[src/sram_settings.svh]
`ifndef SRAM_SETTINGS_SVH
`define SRAM_SETTINGS_SVH

// AXI address width in bits
`define SRAM_ADDR_W 32

// data bus width, also the storage word width
`define SRAM_DATA_W 32

// storage size in words
`define SRAM_DEPTH_WORDS 1024

// lfsr bits taken as the wait length
// 4 bits gives 0 to 15 extra cycles per response
`define SRAM_DELAY_W 4

`endif
[src/sram_pkg.sv]
`include "sram_settings.svh"

package sram_pkg;

    // widths with a meaning of their own
    typedef logic [`SRAM_ADDR_W-1:0]                addr_t;
    typedef logic [`SRAM_DATA_W-1:0]                data_t;
    typedef logic [`SRAM_DATA_W/8-1:0]              strb_t;
    typedef logic [1:0]                             resp_t;
    typedef logic [$clog2(`SRAM_DEPTH_WORDS)-1:0]   word_idx_t;
    typedef logic [`SRAM_DELAY_W-1:0]               delay_t;
    typedef logic [7:0]                             lfsr_t;

    // axi response codes in use
    localparam resp_t RESP_OKAY   = 2'b00;
    localparam resp_t RESP_SLVERR = 2'b10;

    // read address channel
    typedef struct packed {
        addr_t addr;
    } ar_req_t;

    // write address channel
    typedef struct packed {
        addr_t addr;
    } aw_req_t;

    // write data channel
    typedef struct packed {
        data_t data;
        strb_t strb;
    } w_req_t;

    // read data channel
    typedef struct packed {
        data_t data;
        resp_t resp;
    } r_rsp_t;

    // write response channel
    typedef struct packed {
        resp_t resp;
    } b_rsp_t;

    // controller states
    // one transaction in flight, reads and writes never overlap
    typedef enum logic [2:0] {
        IDLE,
        RD_WAIT,
        RD_RESP,
        WR_DATA,
        WR_WAIT,
        WR_RESP
    } ctrl_state_e;

endpackage

[src/latency_lfsr.sv]
`include "sram_settings.svh"

module latency_lfsr import sram_pkg::*; (
    input  logic   clk,
    input  logic   rst_n,
    input  logic   step,
    output delay_t delay
);

    lfsr_t state;
    logic  feedback;

    // taps 0, 2, 3 and 4, shifted in from the top
    assign feedback = ^state[4:2] ^ state[0];

    always_ff @(posedge clk or negedge rst_n) begin
        if (!rst_n) begin
            // nonzero seed, zero would lock the register
            state <= 8'h01;
        end else if (step) begin
            state <= {feedback, state[7:1]};
        end
    end

    // low bits only, keeps the wait short
    assign delay = state[`SRAM_DELAY_W-1:0];

    // the all-zero state must never be reached from the seed
    a_lfsr_nonzero: assert property (
        @(posedge clk) disable iff (!rst_n)
        state != '0
    );

endmodule

[config.mk]
export PLATFORM = sky130hd
export DESIGN_NAME = latency_lfsr
export DESIGN_NICKNAME = d
export VERILOG_FILES = /design/src/sram_pkg.sv /design/src/latency_lfsr.sv
export VERILOG_INCLUDE_DIRS = /design/src
export SDC_FILE = /design/constraint.sdc
export NUM_CORES = 1
export LEC_CHECK = 0
export BUFFER_PORTS_ARGS = -buffer_cell sky130_fd_sc_hd__buf_2
export CORE_AREA = 4 4 41 43
export CTS_CLUSTER_DIAMETER = 150
export CTS_CLUSTER_SIZE = 24
export DETAILED_ROUTE_END_ITERATION = 10
export DIE_AREA = 0 0 45 47
export HOLD_SLACK_MARGIN = 0.12
export PLACE_DENSITY = 0.46
export SLEW_MARGIN = 25
export SYNTH_ARGS = -nofsm -noshare
export SYNTH_HDL_FRONTEND = slang
export SYNTH_SLANG_ARGS = --single-unit
[constraint.sdc]
create_clock -name clk -period 1.3 [get_ports clk]
set_input_delay 0.065 -clock clk [delete_from_list [all_inputs] [get_ports clk]]
set_output_delay 0.065 -clock clk [all_outputs]
set_load 0.02 [all_outputs]
After elaboration in Yosys (flattened, before gate mapping)
Cells that the tools add are included.
Word-level totals
  flip-flop bits (word level): 8
  output and inout port bits: 4
Cells by class
  bitwise operators: 1
  reductions and logical operators: 1
Operator list (number)
  3-bit parity: 1
  1-bit bitwise XOR: 1

Longest topological paths before layout
  depth in word-level cells: 2
  mapped depth: 3
  gate-level depth less buffers: 3

Worst setup path before layout
OpenSTA, ideal clock, no wires.
  path kind: register to register
  start: register state[0]
  end: register state[7]
  library setup time: 0.123 ns
  data arrival time: 0.843 ns
  data required time: 1.177 ns
  setup slack: 0.334 ns
  stages on the path, launching flop included: 4
  path buffers: 0
  cell sequence: dfstp_2 xnor2_1 xnor2_1 a21oi_1
Between the ends
  word-level cells in the longest chain between the ends: 1
Ends and longest elaborated chain
  start, declared: line latency_lfsr.sv:10  | lfsr_t state;
  start signal, assigned: line latency_lfsr.sv:21  | state <= {feedback, state[7:1]};
  1-bit bitwise XOR: line latency_lfsr.sv:14  | assign feedback = ^state[4:2] ^ state[0];
No other way between the ends.
A chain may end at the register's enable or synchronous reset.

Final worst setup path
  start: register state[0]
  end: output port delay[0]
RTL lines
  end, declared: line latency_lfsr.sv:7  | output delay_t delay
No word-level cell between the ends.

==> results.cfg <==
[setup_path]
path_cells = buf_2
reg2reg_depth = 3
end_kind = output port
cp.required_ns = 1.24
crit_type = flop to output port
cp_num_buf_inv = 1
crit_family = flip-flops
r2r-start = state[0]
crit_path_start_kind = flop
crit_path_max_incr_delay_ns = 0.54
ff2ff_setup_slack_ns = 0.30
arrival_ns = 0.95
cp_slowest_cell = dfstp_2
path_max_fanout = 3
regToRegEndpoint = state[7]

[sta]
fin_skew_ns = 0.01649
period_share_pct = 78.27
fin_crit_ns = 1.018
setup_tns_ns = 0
maxSlewHeadroom_pct = 87.52
worstMarginPinSlew_ns = 0.1872
timing.final.max_slew_violations = 0
setup_violations = 0
hold_viol_final = 0
max_freq_ghz = 0.9828
rsz0062_at_grt = no

[global_routing]
grt.total_usage_pct = 7.729
overflow = 0
antenna_found_initial = 0
grt_pass1_vias = 237
grt_start_max_net_pins = 10
grt_pass1_wl_um = 1014

[cts]
cts_tree = yes
htreeDepth = 1
cts_buffers = 3
clockRootBuffer = clkbuf_4
clock_path_buffers = 2
cts.sinks = 8
cts_hold_buf = 1
clk_latency_ns = 0.26
clk_pin_slew_ns = 0.06
cts-resized-gates = 0
post_cts_buffers = 0

[yosys]
yosys_register_bits = 8
synthTopCellsByArea = dfrtp_1 (49%), mux2_2 (13%), mux2_1 (9.5%), buf_4 (8.4%), dfstp_2 (7.4%)
yosysTopAreaCellShare_pct = 49.12
netlist_area_um2 = 356.6
synth_cells = 25
syn_avg_cell_area_um2 = 14.26
synth_nets = 28
synth_cell_type_count = 9
yosysTopAreaCell = dfrtp_1
ys_warn_count = 0
synth-seq-area-share_pct = 56.49

[drt]
first_iter_violations = 2
antenna_left = 0
wl_met3_um = 77
totalWireLength_um = 542
met2WireLength_um = 258
wl_met1_um = 206
viasPerCell = 4.217
routed.top_layer = met3
dr.pass1.iters = 2
wire_per_inst_um = 11.78
drc = 0
vias = 194

[floorplanning]
die_w_um = 45
io_pins = 7
core_um2 = 1301
dieHeight_um = 47
start_util_pct = 27.40
dieArea_um2 = 2115
rows = 13

[hold_path]
hold_path_class = primary input to flop
min_path_cells = 2
hold_end = state[7]
holdCritStartpoint = step

[cells_and_area]
regMostFlops = state
diodes = 0
fill_cells = 145
largest_reg_flops = 8
largest_registers = state x8
nNetsFinal = 35
drive_above_1_share_pct = 45.16
final_area_um2 = 400.4
syn2layout_area_growth_pct = 12.28

[placement]
io_buffers = 6
dpl_cell_area_um2 = 364.1
place.gp.congestion = 0.6332

[pwr]
p_leak_uw = 0.0001670
irDropWorstVdd_mv = 0.8587
powerDensity_nw_per_um2 = 2725

[run_status]
outcome = complete, no violations

[job]
maxCapViolCount = 0
## Yosys cell counts (all sizes together)
library cell,count
a21oi,1
dfrtp,7
xnor2,3
dfstp,1
mux2,7
nor2,1
buf,5
## layout make-up
type	count	area (um2)	area share (%)
sequential	8	201.4	50.31
tap	15	18.77	4.688
multi-input combinational	12	113.9	28.44
timing repair buffer	7	40.04	10.00
clock buffer	4	26.28	6.563
## stage by stage
step	setup slack (ns)	cells	hold WS, ns	util [%]	total power, uW
after floorplan	0.3342	25	-0.2306	-	868.3
after global routing	0.2178	46	0.1571	30.77	1199
after detailed placement	0.2935	41	-0.08678	27.98	896.0
after CTS	0.2638	46	0.1316	30.77	1120
after global placement	0.3006	41	-0.09016	27.98	878.6
final	0.2825	46	0.1342	30.77	1091
## worst max path at each step
stage | start | endpoint | slack [ns] | cells past startpoint
5_1_grt | state[0] | delay[0] | 0.22 | 1
6_report | state[0] | delay[0] | 0.28 | 1
3_5_place_dp | state[0] | state[7] | 0.29 | 3
3_3_place_gp | state[0] | state[7] | 0.30 | 3
4_1_cts | state[0] | delay[0] | 0.26 | 1
2_1_floorplan | state[0] | state[7] | 0.33 | 3
## cells by family (layout without fill, tap and decap cells)
kind of cell / count (synthesis) / count (layout) / synth area share (%)
buffers and inverters: 5 / 11 / 11.58
muxes: 7 / 7 / 22.10
and+or+nand+nor: 1 / 1 / 1.052
AOI/OAI and AO/OA: 1 / 1 / 1.402
DFF: 8 / 8 / 56.49
xor gates and xnor gates: 3 / 3 / 7.370
## layout by cell type (no fill, tap or decap)
cell           instances
dfrtp_1                7
buf_2                  6
mux2_2                 4
mux2_1                 3
xnor2_1                3
clkbuf_4               3
nor2_1                 1
a21oi_1                1
clkbuf_1               1
dlygate4sd3_1          1
dfstp_2                1
## per-layer routing
layer | up-vias | global-route usage, %
met5 | - | 0
met4 | 0 | 5.263
met3 | 0 | 7.280
met2 | 9 | 10.73
met1 | 94 | 7.226
li1 | 91 | -
## power by group
part	switching [uW]	internal (uW)	leakage (uW)
clock	87.9	118	0.0000150
sequential	92.7	389	0.0000895
combinational	194	210	0.0000625
## worst reg2reg max path: cells and delay by family (launching register included)
| kind | cells | cell delay [ns] |
|---|---|---|
| flops | 1 | 0.54 |
| xor+xnor | 2 | 0.26 |
| compound gates | 1 | 0.09 |
No activity file was read; power rests on OpenSTA's default activity.
