[src/sram_settings.svh]
`ifndef SRAM_SETTINGS_SVH
`define SRAM_SETTINGS_SVH

// AXI address width in bits
`define SRAM_ADDR_W 32

// data bus width, also the storage word width
`define SRAM_DATA_W 32

// storage size in words
`define SRAM_DEPTH_WORDS 1024

// lfsr bits taken as the wait length
// 4 bits gives 0 to 15 extra cycles per response
`define SRAM_DELAY_W 4

`endif
[src/sram_pkg.sv]
`include "sram_settings.svh"

package sram_pkg;

    // widths with a meaning of their own
    typedef logic [`SRAM_ADDR_W-1:0]                addr_t;
    typedef logic [`SRAM_DATA_W-1:0]                data_t;
    typedef logic [`SRAM_DATA_W/8-1:0]              strb_t;
    typedef logic [1:0]                             resp_t;
    typedef logic [$clog2(`SRAM_DEPTH_WORDS)-1:0]   word_idx_t;
    typedef logic [`SRAM_DELAY_W-1:0]               delay_t;
    typedef logic [7:0]                             lfsr_t;

    // axi response codes in use
    localparam resp_t RESP_OKAY   = 2'b00;
    localparam resp_t RESP_SLVERR = 2'b10;

    // read address channel
    typedef struct packed {
        addr_t addr;
    } ar_req_t;

    // write address channel
    typedef struct packed {
        addr_t addr;
    } aw_req_t;

    // write data channel
    typedef struct packed {
        data_t data;
        strb_t strb;
    } w_req_t;

    // read data channel
    typedef struct packed {
        data_t data;
        resp_t resp;
    } r_rsp_t;

    // write response channel
    typedef struct packed {
        resp_t resp;
    } b_rsp_t;

    // controller states
    // one transaction in flight, reads and writes never overlap
    typedef enum logic [2:0] {
        IDLE,
        RD_WAIT,
        RD_RESP,
        WR_DATA,
        WR_WAIT,
        WR_RESP
    } ctrl_state_e;

endpackage

[src/latency_timer.sv]
module latency_timer import sram_pkg::*; (
    input  logic   clk,
    input  logic   rst_n,
    input  logic   start,
    input  delay_t load,
    output logic   done
);

    delay_t count;
    logic   busy;

    // count down from load, done on the cycle the count sits at zero
    always_ff @(posedge clk or negedge rst_n) begin
        if (!rst_n) begin
            count <= '0;
            busy  <= 1'b0;
        end else if (start) begin
            count <= load;
            busy  <= 1'b1;
        end else if (busy) begin
            if (count == '0) begin
                busy <= 1'b0;
            end else begin
                count <= count - 1'b1;
            end
        end
    end

    // a zero load still takes one cycle
    assign done = busy && (count == '0);

    // the controller only starts a new wait once the last one expired
    a_no_restart: assert property (
        @(posedge clk) disable iff (!rst_n)
        start |-> !busy
    );

endmodule

[config.mk]
export PLATFORM = sky130hd
export DESIGN_NAME = latency_timer
export DESIGN_NICKNAME = d
export VERILOG_FILES = /design/src/sram_pkg.sv /design/src/latency_timer.sv
export VERILOG_INCLUDE_DIRS = /design/src
export SDC_FILE = /design/constraint.sdc
export NUM_CORES = 1
export LEC_CHECK = 0
export ABC_AREA = 1
export BUFFER_PORTS_ARGS = -buffer_cell sky130_fd_sc_hd__buf_2
export CAP_MARGIN = 10
export CORE_AREA = 5 5 42 44
export DETAILED_ROUTE_END_ITERATION = 6
export DIE_AREA = 0 0 47 49
export HOLD_SLACK_MARGIN = 0.15
export PLACE_DENSITY = 0.45
export SLEW_MARGIN = 40
export SYNTH_ARGS = -nofsm -noshare
export SYNTH_HDL_FRONTEND = slang
export SYNTH_SLANG_ARGS = --single-unit
export TNS_END_PERCENT = 20
[constraint.sdc]
create_clock -name clk -period 3.3 [get_ports clk]
set_input_delay 0.66 -clock clk [delete_from_list [all_inputs] [get_ports clk]]
set_output_delay 0.66 -clock clk [all_outputs]
set_load 0.01 [all_outputs]
==> Word-level counts from Yosys, hierarchy flattened <==
Cells that the tools add are included.
{ "word_totals": {"regBits": 5, "input_bits": 7, "output_inout_bits": 1, "elab_cells": 14} }
{ "op_classes": {"add_sub_neg": 1, "eq_ne": 1, "muxes": 6, "reduce_logical": 4} }
{ "op_table": {"columns": ["cell", "count"], "rows": [
  ["4-bit two-way mux", 3],
  ["4-bit zero test", 1],
  ["4-bit by 1-bit subtractor with 4-bit output (second input constant)", 1],
  ["1-bit two-way mux", 3],
  ["2-bit inequality test (second input constant)", 1],
  ["2-bit AND reduction", 1],
  ["2-bit nonzero test", 1],
  ["1-bit logical AND", 1]
]} }

==> Depth between registers and ports, before layout <==
{ "depth": {"ltp_word": 4, "mapped_depth": 9, "ltp_nobuf": 9} }

==> Worst setup path before layout <==
OpenSTA, ideal clock, no wires.
{ "synth_path": {"path_type": "register to output", "from": "register count[0]", "to": "output done", "arrival_ns": 0.893, "required_ns": 2.640, "slack_ns": 1.747, "stages_incl_launch_ff": 5, "path_buffers": 0, "cell_sequence": "dfrtp_1 -> inv_1 -> ha_1 -> nand2_1 -> nor2_1"} }
{ "synth_via": {"elab_chain_len": 2} }
{ "synth_lines": {"columns": ["item", "line_no", "text"], "rows": [
  ["start, declared", "latency_timer.sv:9", "delay_t count;"],
  ["start signal, assigned", "latency_timer.sv:18", "count <= load;"],
  ["start signal, assigned", "latency_timer.sv:24", "count <= count - 1'b1;"],
  ["4-bit zero test", "latency_timer.sv:30", "assign done = busy && (count == '0);"],
  ["1-bit logical AND", "latency_timer.sv:30", null],
  ["end, declared", "latency_timer.sv:6", "output logic done"]
]} }
Every way passes these cells.

==> Worst setup path in the final report <==
Ends and elaborated chain as after synthesis.

==> run metrics <==
status=finished, final reports clean; crit path DAT=1260 ps; highest clock rate=522 MHz; area of the multi-input gates=174 um2; post-synthesis register bit count=5; drt wl/cell=9.17 um; Filler cells=175; Min-Delay Path Class=primary input to asynchronous set/reset pin; count leader, synth=nand2_1; vias in the first global route=300; Final Cycle Share=0.581; Clock Tree Buf Depth=2; Syn Area/Cell=6.38 um2; Post-synth EDFFs=0; Clk Latency, worst-skew pair=240 ps; syn nets=59; CP Launch Point=count[0]$_DFFE_PN0P_; Flop pwr share=0.353; initial antenna violation count=0; maximum capacitance violations=0; Hold Fails Final Rpt=0; critical path's top delay family=flip-flops; Final min period=1920 ps; NumNets Final=71; Post-synth top cells=26 x nand2_1, 6 x inv_1, 5 x dfrtp_1; non-filler cells, final=78; area of the die=2300 um2; ys async rst share=1.00; pwr dens=784 nW/um2; Max Slew Vio Count=0; DRT Pass-1 Iters=2; Setup WS pre-CTS=1630 ps; largest net degree at the start of global routing=9; Max VDD drop=0.221 mV; gr ovfl total=0; cell leakage power=0.243 nW; synth unique cells=11; Synth area leader=dfrtp_1; storage element area=125 um2; DR iter-0 viols=3; Synth Instances=51; Area Growth Syn to Fin=25.0%; DR vias/cell=4.04; crit path kind=flip-flop to output port; Internal=187 uW; DP Cell Count=74; Sw Ratio=0.413; GP Congestion=0.661; # hold bufs at CTS=0; TritonCTS clock tree=yes; Synth area leaders=dfrtp_1 38%, nand2_1 30%, inv_1 6.9%; clk_skew=4.93 ps; CTS sink count=5; post-CTS setup buffers=0; H-tree levels=1; sum of negative setup slack=0 ps; Setup crit start kind=flip-flop; Die Span Y=49 um; DIE WIDTH=47 um; NetSw=132 uW; unrepaired setup endpoints after global routing=false; yosys warns=0; CP bufs+invs=2; Residual DRC=0; CTS Buf Count=3; maximum single-stage delay on the critical path=380 ps; CP max stage cell=dfrtp_1; global-route wire length before repair=1240 um; RR Startpoint=count[0]$_DFFE_PN0P_; Mapped Area=325 um2; Worst EP required=2640 ps; IO Port Bufs=7; Total Routed Length=715 um; Final HPWL DP=559 um; crit path cell chain=inv_1 > ha_1 > nand2_1 > nor2_1 > buf_2; final worst slack=1380 ps; top-area cell type share of the netlist area=0.385; Gate power share=0.426; initial core utilization=0.232; sequential fraction of the synthesis area=0.385; Row Count=14; Worst-Margin Slew=162 ps; layout cell share with drive strength beyond 1=0.242; max_slew headroom=0.892; antenna viol nets, final=0; core area=1400 um2; Final Setup Violations=0; Max FO, Critical Path=4; CTS resizes=0; Vias=315; clock group share of total power=0.220; crit end category=output port; GRT Util Overall=0.0791; io pins=8; diode count=0; Main synth FF type=dfrtp_1; clock-pin transition on the worst setup and hold timing paths=40 ps; root buffer cell=clkbuf_4
-- kinds of logic after synthesis --
logic type | Yosys count | synth area share
flops | 5 | 0.385
compound gates | 2 | 0.0308
buf+inv | 7 | 0.0808
fa+ha+maj | 1 | 0.0385
simple gates | 36 | 0.465
-- layout by cell type (no fill, tap or decap), drive strengths merged --
| cell | Yosys | layout |
|---|---|---|
| o21ai | 2 | 2 |
| nand3b | 1 | 1 |
| nor2 | 4 | 4 |
| dfrtp | 5 | 5 |
| ha | 1 | 1 |
| buf | 0 | 7 |
| inv | 7 | 7 |
| clkbuf | 0 | 4 |
| nand2 | 29 | 29 |
| nand3 | 2 | 2 |
-- area by class of cell --
| class | instances | share of cell area |
|---|---|---|
| Clock buffer | 4 | 0.0646 |
| Inverter | 7 | 0.0646 |
| Multi-Input combinational cell | 39 | 0.428 |
| Sequential cell | 5 | 0.308 |
| Tap cell | 16 | 0.0492 |
| Timing Repair Buffer | 7 | 0.0862 |
-- worst paths after layout --
| kind | endpoint | slack (ps) | cells after the start |
|---|---|---|---|
| max in group asynchronous | count[2]$_DFFE_PN0P_ | 2940 | 1 |
| min in group clk | count[0]$_DFFE_PN0P_ | 510 | 2 |
| setup reg to reg | count[1]$_DFFE_PN0P_ | 2100 | 7 |
| setup / recovery | done | 1380 | 5 |
| hold / removal | count[3]$_DFFE_PN0P_ | 220 | 1 |
| hold reg to reg | count[0]$_DFFE_PN0P_ | 510 | 2 |
-- through the flow --
step / area [um2] / power [mW] / utilization / hold slack (ps)
floorplan: 325 / 0.216 / - / 364
global placement: 380 / 0.253 / 0.271 / 483
detailed placement: 380 / 0.252 / 0.271 / 484
CTS: 407 / 0.325 / 0.290 / 223
global route: 407 / 0.363 / 0.290 / 221
finish: 407 / 0.319 / 0.290 / 224
-- flip-flops by register name, summed over array words and instances, names as in the netlist --
name,cells
count,4
busy,1
-- power groups by stage --
stage | sequential (mW) | clock (mW) | combinational (mW)
detailed placement | 0.114 | 0 | 0.138
floorplan | 0.108 | 0 | 0.108
global route | 0.117 | 0.0775 | 0.169
global placement | 0.113 | 0 | 0.140
CTS | 0.113 | 0.0734 | 0.139
finish | 0.113 | 0.0702 | 0.136
-- routing by layer --
layer,vias up,global-route usage,wire (um)
met2,6,0.109,349
met4,0,0.0829,29
met1,131,0.0953,313
met3,4,0.0111,21
li1,174,-,-
met5,-,0,0
Power figures use the tool's default switching activity.
