===== config.mk =====
export PLATFORM = sky130hd
export DESIGN_NAME = sram_ctrl_fsm
export DESIGN_NICKNAME = d
export VERILOG_FILES = /design/src/sram_pkg.sv /design/src/sram_ctrl_fsm.sv
export VERILOG_INCLUDE_DIRS = /design/src
export SDC_FILE = /design/constraint.sdc
export NUM_CORES = 1
export LEC_CHECK = 0
export ABC_AREA = 1
export BUFFER_PORTS_ARGS = -buffer_cell sky130_fd_sc_hd__clkbuf_2
export CAP_MARGIN = 15
export CORE_AREA = 2 2 88 90
export DETAILED_ROUTE_END_ITERATION = 16
export DIE_AREA = 0 0 90 92
export GPL_ROUTABILITY_DRIVEN = 0
export HOLD_SLACK_MARGIN = 0.03
export PLACE_DENSITY = 0.73
export SYNTH_ARGS = -nofsm -noshare
export SYNTH_HDL_FRONTEND = slang
export SYNTH_SLANG_ARGS = --single-unit

===== constraint.sdc =====
create_clock -name clk -period 4 [get_ports clk]
set_clock_uncertainty 0.2 [all_clocks]
set_input_delay 0.4 -clock clk [delete_from_list [all_inputs] [get_ports clk]]
set_output_delay 0.4 -clock clk [all_outputs]
set_load 0.05 [all_outputs]

===== src/sram_settings.svh =====
`ifndef SRAM_SETTINGS_SVH
`define SRAM_SETTINGS_SVH

// AXI address width in bits
`define SRAM_ADDR_W 32

// data bus width, also the storage word width
`define SRAM_DATA_W 32

// storage size in words
`define SRAM_DEPTH_WORDS 1024

// lfsr bits taken as the wait length
// 4 bits gives 0 to 15 extra cycles per response
`define SRAM_DELAY_W 4

`endif

===== src/sram_pkg.sv =====
`include "sram_settings.svh"

package sram_pkg;

    // widths with a meaning of their own
    typedef logic [`SRAM_ADDR_W-1:0]                addr_t;
    typedef logic [`SRAM_DATA_W-1:0]                data_t;
    typedef logic [`SRAM_DATA_W/8-1:0]              strb_t;
    typedef logic [1:0]                             resp_t;
    typedef logic [$clog2(`SRAM_DEPTH_WORDS)-1:0]   word_idx_t;
    typedef logic [`SRAM_DELAY_W-1:0]               delay_t;
    typedef logic [7:0]                             lfsr_t;

    // axi response codes in use
    localparam resp_t RESP_OKAY   = 2'b00;
    localparam resp_t RESP_SLVERR = 2'b10;

    // read address channel
    typedef struct packed {
        addr_t addr;
    } ar_req_t;

    // write address channel
    typedef struct packed {
        addr_t addr;
    } aw_req_t;

    // write data channel
    typedef struct packed {
        data_t data;
        strb_t strb;
    } w_req_t;

    // read data channel
    typedef struct packed {
        data_t data;
        resp_t resp;
    } r_rsp_t;

    // write response channel
    typedef struct packed {
        resp_t resp;
    } b_rsp_t;

    // controller states
    // one transaction in flight, reads and writes never overlap
    typedef enum logic [2:0] {
        IDLE,
        RD_WAIT,
        RD_RESP,
        WR_DATA,
        WR_WAIT,
        WR_RESP
    } ctrl_state_e;

endpackage


===== src/sram_ctrl_fsm.sv =====
`include "sram_settings.svh"

module sram_ctrl_fsm import sram_pkg::*; (
    input  logic      clk,
    input  logic      rst_n,

    // read address
    input  ar_req_t   ar_req,
    input  logic      ar_valid,
    output logic      ar_ready,

    // write address
    input  aw_req_t   aw_req,
    input  logic      aw_valid,
    output logic      aw_ready,

    // write data
    input  w_req_t    w_req,
    input  logic      w_valid,
    output logic      w_ready,

    // read response
    output r_rsp_t    r_rsp,
    output logic      r_valid,
    input  logic      r_ready,

    // write response
    output b_rsp_t    b_rsp,
    output logic      b_valid,
    input  logic      b_ready,

    // delay source and timer
    output logic      lfsr_step,
    output logic      timer_start,
    input  logic      timer_done,

    // storage array
    output logic      rd_en,
    output logic      wr_en,
    output word_idx_t idx,
    output data_t     wdata,
    output strb_t     strb,
    input  data_t     rd_data
);

    ctrl_state_e state;
    ctrl_state_e state_nxt;

    // low for the first cycle after reset so no handshake happens during it
    logic armed;

    logic ar_hs;
    logic aw_hs;
    logic w_hs;
    logic r_hs;
    logic b_hs;

    addr_t     sel_addr;
    word_idx_t idx_q;
    logic      in_range_q;
    data_t     wdata_q;
    strb_t     strb_q;

    function automatic logic addr_in_range(input addr_t addr);
        return (addr >> 2) < `SRAM_DEPTH_WORDS;
    endfunction

    function automatic word_idx_t addr_to_idx(input addr_t addr);
        return addr[$bits(word_idx_t)+1:2];
    endfunction

    // handshakes
    assign aw_ready = armed && (state == IDLE);
    // write wins a tie with a read
    assign ar_ready = armed && (state == IDLE) && !aw_valid;
    assign w_ready  = (state == WR_DATA);
    assign r_valid  = (state == RD_RESP);
    assign b_valid  = (state == WR_RESP);

    assign ar_hs = ar_valid && ar_ready;
    assign aw_hs = aw_valid && aw_ready;
    assign w_hs  = w_valid  && w_ready;
    assign r_hs  = r_valid  && r_ready;
    assign b_hs  = b_valid  && b_ready;

    // lfsr steps per accepted address, the wait starts once the data is known
    assign lfsr_step   = ar_hs || aw_hs;
    assign timer_start = ar_hs || w_hs;

    always_ff @(posedge clk or negedge rst_n) begin
        if (!rst_n) begin
            state <= IDLE;
            armed <= 1'b0;
        end else begin
            state <= state_nxt;
            armed <= 1'b1;
        end
    end

    always_comb begin
        state_nxt = state;
        case (state)
            IDLE: begin
                if (aw_hs) begin
                    state_nxt = WR_DATA;
                end else if (ar_hs) begin
                    state_nxt = RD_WAIT;
                end
            end
            RD_WAIT: begin
                if (timer_done) begin
                    state_nxt = RD_RESP;
                end
            end
            RD_RESP: begin
                if (r_hs) begin
                    state_nxt = IDLE;
                end
            end
            WR_DATA: begin
                if (w_hs) begin
                    state_nxt = WR_WAIT;
                end
            end
            WR_WAIT: begin
                if (timer_done) begin
                    state_nxt = WR_RESP;
                end
            end
            WR_RESP: begin
                if (b_hs) begin
                    state_nxt = IDLE;
                end
            end
            default: begin
                state_nxt = IDLE;
            end
        endcase
    end

    // address of whichever channel is being accepted
    assign sel_addr = aw_valid ? aw_req.addr : ar_req.addr;

    // range decided once here, the array never sees a bad index
    always_ff @(posedge clk) begin
        if (ar_hs || aw_hs) begin
            idx_q      <= addr_to_idx(sel_addr);
            in_range_q <= addr_in_range(sel_addr);
        end
        if (w_hs) begin
            wdata_q <= w_req.data;
            strb_q  <= w_req.strb;
        end
    end

    // array access on the last wait cycle
    assign rd_en = (state == RD_WAIT) && timer_done && in_range_q;
    assign wr_en = (state == WR_WAIT) && timer_done && in_range_q;
    assign idx   = idx_q;
    assign wdata = wdata_q;
    assign strb  = strb_q;

    // responses come from held registers, stable under back-pressure
    always_comb begin
        r_rsp.data = in_range_q ? rd_data : '0;
        r_rsp.resp = in_range_q ? RESP_OKAY : RESP_SLVERR;
        b_rsp.resp = in_range_q ? RESP_OKAY : RESP_SLVERR;
    end

    a_r_stable: assert property (
        @(posedge clk) disable iff (!rst_n)
        (r_valid && !r_ready) |=> (r_valid && $stable(r_rsp))
    );

    a_one_addr: assert property (
        @(posedge clk) disable iff (!rst_n)
        !(ar_hs && aw_hs)
    );

endmodule


* Word level (Yosys, flattened, before mapping)
Index checks and enable logic that the tools add are counted.
** Word-level totals
- Output and inout bits :: 91
- Register bits after elaboration :: 51
- Logic and storage cells :: 45
** Cells by class
- $lt $le $gt $ge :: 1
- Equal/unequal tests :: 11
- Reductions and logical operators :: 16
- Multiplexer cells :: 11
** Operators by type and width (count)
- 2-to-1 mux 32 bit :: 2
- < comparator 30 x 11 -> 1 bit, second input constant :: 1
- 2-to-1 mux 3 bit :: 7
- case mux 3 bit (6 select lines) :: 1
- logical AND 1 bit :: 11
- equality test 3 x 2 -> 1 bit, second input constant :: 2
- equality test 3 bit, second input constant :: 2
- != test 2 x 1 -> 1 bit, second input constant :: 3
- AND reduction 6 bit :: 1
- != test 2 bit, second input constant :: 2
- equality test 3 x 1 -> 1 bit, second input constant :: 1
- zero test 3 bit :: 1
- != test 3 bit, second input constant :: 1
- logical OR 1 bit :: 2
- 2-to-1 mux 2 bit :: 1
- zero test 1 bit :: 1

* Depth between registers and ports, before layout
- Word-level depth :: 7
- Mapped depth :: 8
- Depth with buffers taken out :: 8

* Worst setup path before layout
No wires, ideal clock.
- Kind :: reg-to-reg
- Start point :: reg state[0]
- End point :: reg strb_q[0] (netlist: strb[0]), enable pin
- Required time :: 3.371 ns
- Clock period less this slack :: 3.306 ns
- Slack :: 0.694 ns
- Setup time :: 0.429 ns
- Data arrival time :: 2.677 ns
- Stages on the path, launching flop included :: 5
- Path through :: dfrtp_1 -> nand2_1 -> nor2_2 -> inv_1 -> nor2_1
** On the way
- Cells in the longest elaborated chain, start to end :: 2
** Ends and longest elaborated chain
- from (decl) :: RTL line sram_ctrl_fsm.sv:46 : ctrl_state_e state;
- from (signal assigned) :: RTL line sram_ctrl_fsm.sv:95 : state <= state_nxt;
- equality test 3 x 2 -> 1 bit :: RTL line sram_ctrl_fsm.sv:76 : assign w_ready = (state == WR_DATA);
- named net w_ready :: RTL line sram_ctrl_fsm.sv:20 : output logic w_ready,
- logical AND 1 bit :: RTL line sram_ctrl_fsm.sv:82 : assign w_hs = w_valid && w_ready;
- named net w_hs :: RTL line sram_ctrl_fsm.sv:54 : logic w_hs;
- to (signal assigned) :: RTL line sram_ctrl_fsm.sv:152 : strb_q <= w_req.strb;
- to (decl) :: RTL line sram_ctrl_fsm.sv:62 : strb_t strb_q;
The timed path passes the listed nets, and every way through them passes these cells.
A chain may end at the register's enable or synchronous reset.

* Final worst setup path
- Start point :: reg state[0]
- End point :: out lfsr_step
** On the way
- Cells in the longest elaborated chain, start to end :: 5
- Elaborated cells on any way between the ends :: 6
** Ends and longest elaborated chain
- zero test 3 bit * :: RTL line sram_ctrl_fsm.sv:73, sram_ctrl_fsm.sv:75
- logical AND 1 bit * :: RTL line sram_ctrl_fsm.sv:73, sram_ctrl_fsm.sv:75
- logical AND 1 bit :: RTL line sram_ctrl_fsm.sv:75 : assign ar_ready = armed && (state == IDLE) && !aw_valid;
- logical AND 1 bit :: RTL line sram_ctrl_fsm.sv:80 : assign ar_hs = ar_valid && ar_ready;
- logical OR 1 bit * :: RTL line sram_ctrl_fsm.sv:87 : assign lfsr_step = ar_hs || aw_hs;
- to (decl) :: RTL line sram_ctrl_fsm.sv:33 : output logic lfsr_step,
Mark *: on every way between the ends. The rest lies on a longest branch, timed or not.

==> flow_metrics.tcl <==
set metrics [dict create \
    synth_area_leader_cell "edfxtp_1" \
    synth_common_cells "82 x nand2_1, 47 x edfxtp_1, 44 x inv_1" \
    max_freq_mhz 380 \
    initial_utilization_pct 30.9 \
    synthFlopType "edfxtp_1" \
    status "complete, no violations" \
    tightestPinTransition_ns 0.948 \
    nets 601 \
    dp_hpwl_mm 5.36 \
    vias_per_cell 4.16 \
    synth_seq_cells 51 \
    synth.area.top_cells "edfxtp_1 61%, nand2_1 13%, inv_1 7.2%" \
    design_area_um2 3630 \
    die_y_um 92 \
    drive_above_1_share_pct 53.5 \
    peakVddDrop_mv 0.165 \
    grt_max_degree 37 \
    power_density_nw_per_um2 484 \
    end_kind "primary output" \
    use_met2_pct 27.3 \
    syn_inst 236 \
    setup_viol 0 \
    tritoncts "built" \
    fillers 752 \
    antennaDiodeCount 0 \
    synth_edf_count 47 \
    finalHoldViolations 0 \
    rsz0062_at_grt "false" \
    die_area_um2 8280 \
    slew_violations 0 \
    syn_to_final_growth_pct 57.8 \
    dp.cells 555 \
    grt_usage_pct 14.9 \
    io_pins 231 \
    io_buffers 224 \
    ant_nets 0 \
    crit_required_ns 3.40 \
    busiest_layer "met2" \
    critPathMaxStageDelay_ns 0.46 \
    period_needed_ns 2.63 \
    grt_pass1_wl_mm 9.78 \
    post_dp_cell_area_um2 3520 \
    fin_crit_sh_pct 65.7 \
    ys_seq_area_share_pct 65.7 \
    cts-buffers-inserted 5 \
    met3_usage_pct 5.26 \
    min_path_type "primary input to flip-flop" \
    cts_root_buf "clkbuf_8" \
    route.vias.total 2349 \
    regArea_um2 1510 \
    r2r_slack_ns 1.89 \
    routed_wl_mm 6.28 \
    setup_slack_ns 1.37 \
    arrival_ns 2.03 \
    overflow 0 \
    multi_input_area_um2 586 \
    synth_top_area_share_pct 61.4 \
    p_leak_nw 2.09 \
    clkSinkCount 51 \
    yosysWarnings 0 \
    fin_hold_ws_ns 0.0670 \
    drv_cap 0 \
    finalSetupTns_ns 0 \
    yosysUniqueCellTypes 24 \
    syn_area_um2 2300 \
    drtIter0Drc 61 \
    drc 0 \
    path_clk_slew_ns 0.10 \
    synth.avg_cell_area_um2 9.74 \
    wire_per_inst_um 11.1 \
    cts_max_level 2 \
    die-width_um 90 \
    antenna_found_initial 0 \
    ys_async_sr_fraction_pct 7.84 \
    rows 32 \
    cp_max_fo 12 \
    path_cells "nor2_2 -> nand2_2 -> nor2_4 -> o21ai_2 -> inv_1 -> clkbuf_2" \
    critical-path-slowest-cell "dfrtp_1" \
    place_ws_ns 1.67 \
    insertion_delay_ns 0.30 \
    grt_pass1_vias 2196 \
    start_kind "flip-flop" \
    grtUsageMet1_pct 16.1 \
    core_um2 7450 \
    yosysMostFrequentCell "nand2_1" \
    drt-pass1-iter-count 4 \
    clockBufferDepth 2 \
    stdcell_count 564 \
    crit_type "flip-flop to primary output" \
    slew_headroom_pct 36.6 \
]
[cell usage in the layout (no fill, tap or decap), types with 2 or more instances in the layout]
cell,n
clkbuf_2,224
clkbuf_8,5
conb_1,3
dfrtp_1,4
edfxtp_1,47
inv_1,44
nand2_1,82
nand2_2,2
nand3_1,5
nand4_1,2
nor2_1,15
nor2_2,4
nor2_4,2
nor3_1,7
nor4_1,2
[cells by family after synthesis]
logic type | share of synthesized area, %
DFF | 65.7
and+or+nand+nor | 23.4
buffers and inverters | 9.30
AOI/OAI and AO/OA | 1.20
other | 0.327
[registers in the layout, summed over array words and instances (netlist names)]
signal      flops
strb            4
in_range_q      1
idx            10
state           3
armed           1
wdata          32
[final cells by class]
cell class              count  share of cell area [%]
clock buffers               5                    1.90
flip-flops and latches     51                    41.7
repair buffers            226                    31.4
inverters                  45                    4.66
well taps                 102                    3.52
clock inverters             3                   0.759
multi-input cells         132                    16.1
[report_power, final]
group	internal, mW	switching [mW]	total [mW]
clock network	0.129	0.175	0.303
registers	0.661	0.0329	0.694
logic	0.176	0.582	0.757
total	0.966	0.789	1.75
[final timing paths]
kind / start / end / cells past startpoint
setup / recovery: state[0] / lfsr_step / 6
hold / removal: w_req[13] / wdata[9] / 1
setup reg to reg: state[0] / wdata[17] / 4
hold reg to reg: state[0] / state[0] / 2
max in group asynchronous: rst_n / armed / 2
min in group asynchronous: rst_n / state[1] / 2
[worst max-delay path: cells and delay by family, from the launching register on]
family	cells	cell delay [ns]
compound gates	1	0.09
buf+inv	2	0.76
flops	1	0.46
simple gates	3	0.41
[per-stage QoR]
step           power [mW]  utilization (%)
4_1_cts              1.77             48.7
3_5_place_dp         1.47             47.3
6_report             1.75             48.7
5_1_grt              1.85             48.7
3_3_place_gp         1.46             47.3
2_1_floorplan        1.26                -
[per-layer routing]
layer	share of wire (%)	vias up	wire, um
met5	0	-	0
met4	1.4	0	89
met3	10	8	635
met2	52	138	3240
met1	37	1030	2320
li1	-	1173	-
[timing repair]
item,CTS,global route
endpoints found under the hold margin,4,0
setup endpoints to repair,0,0
hold buffers,1,0
gates resized for setup,0,0
buffers inserted,0,0
(Power assumes the default switching activity.)
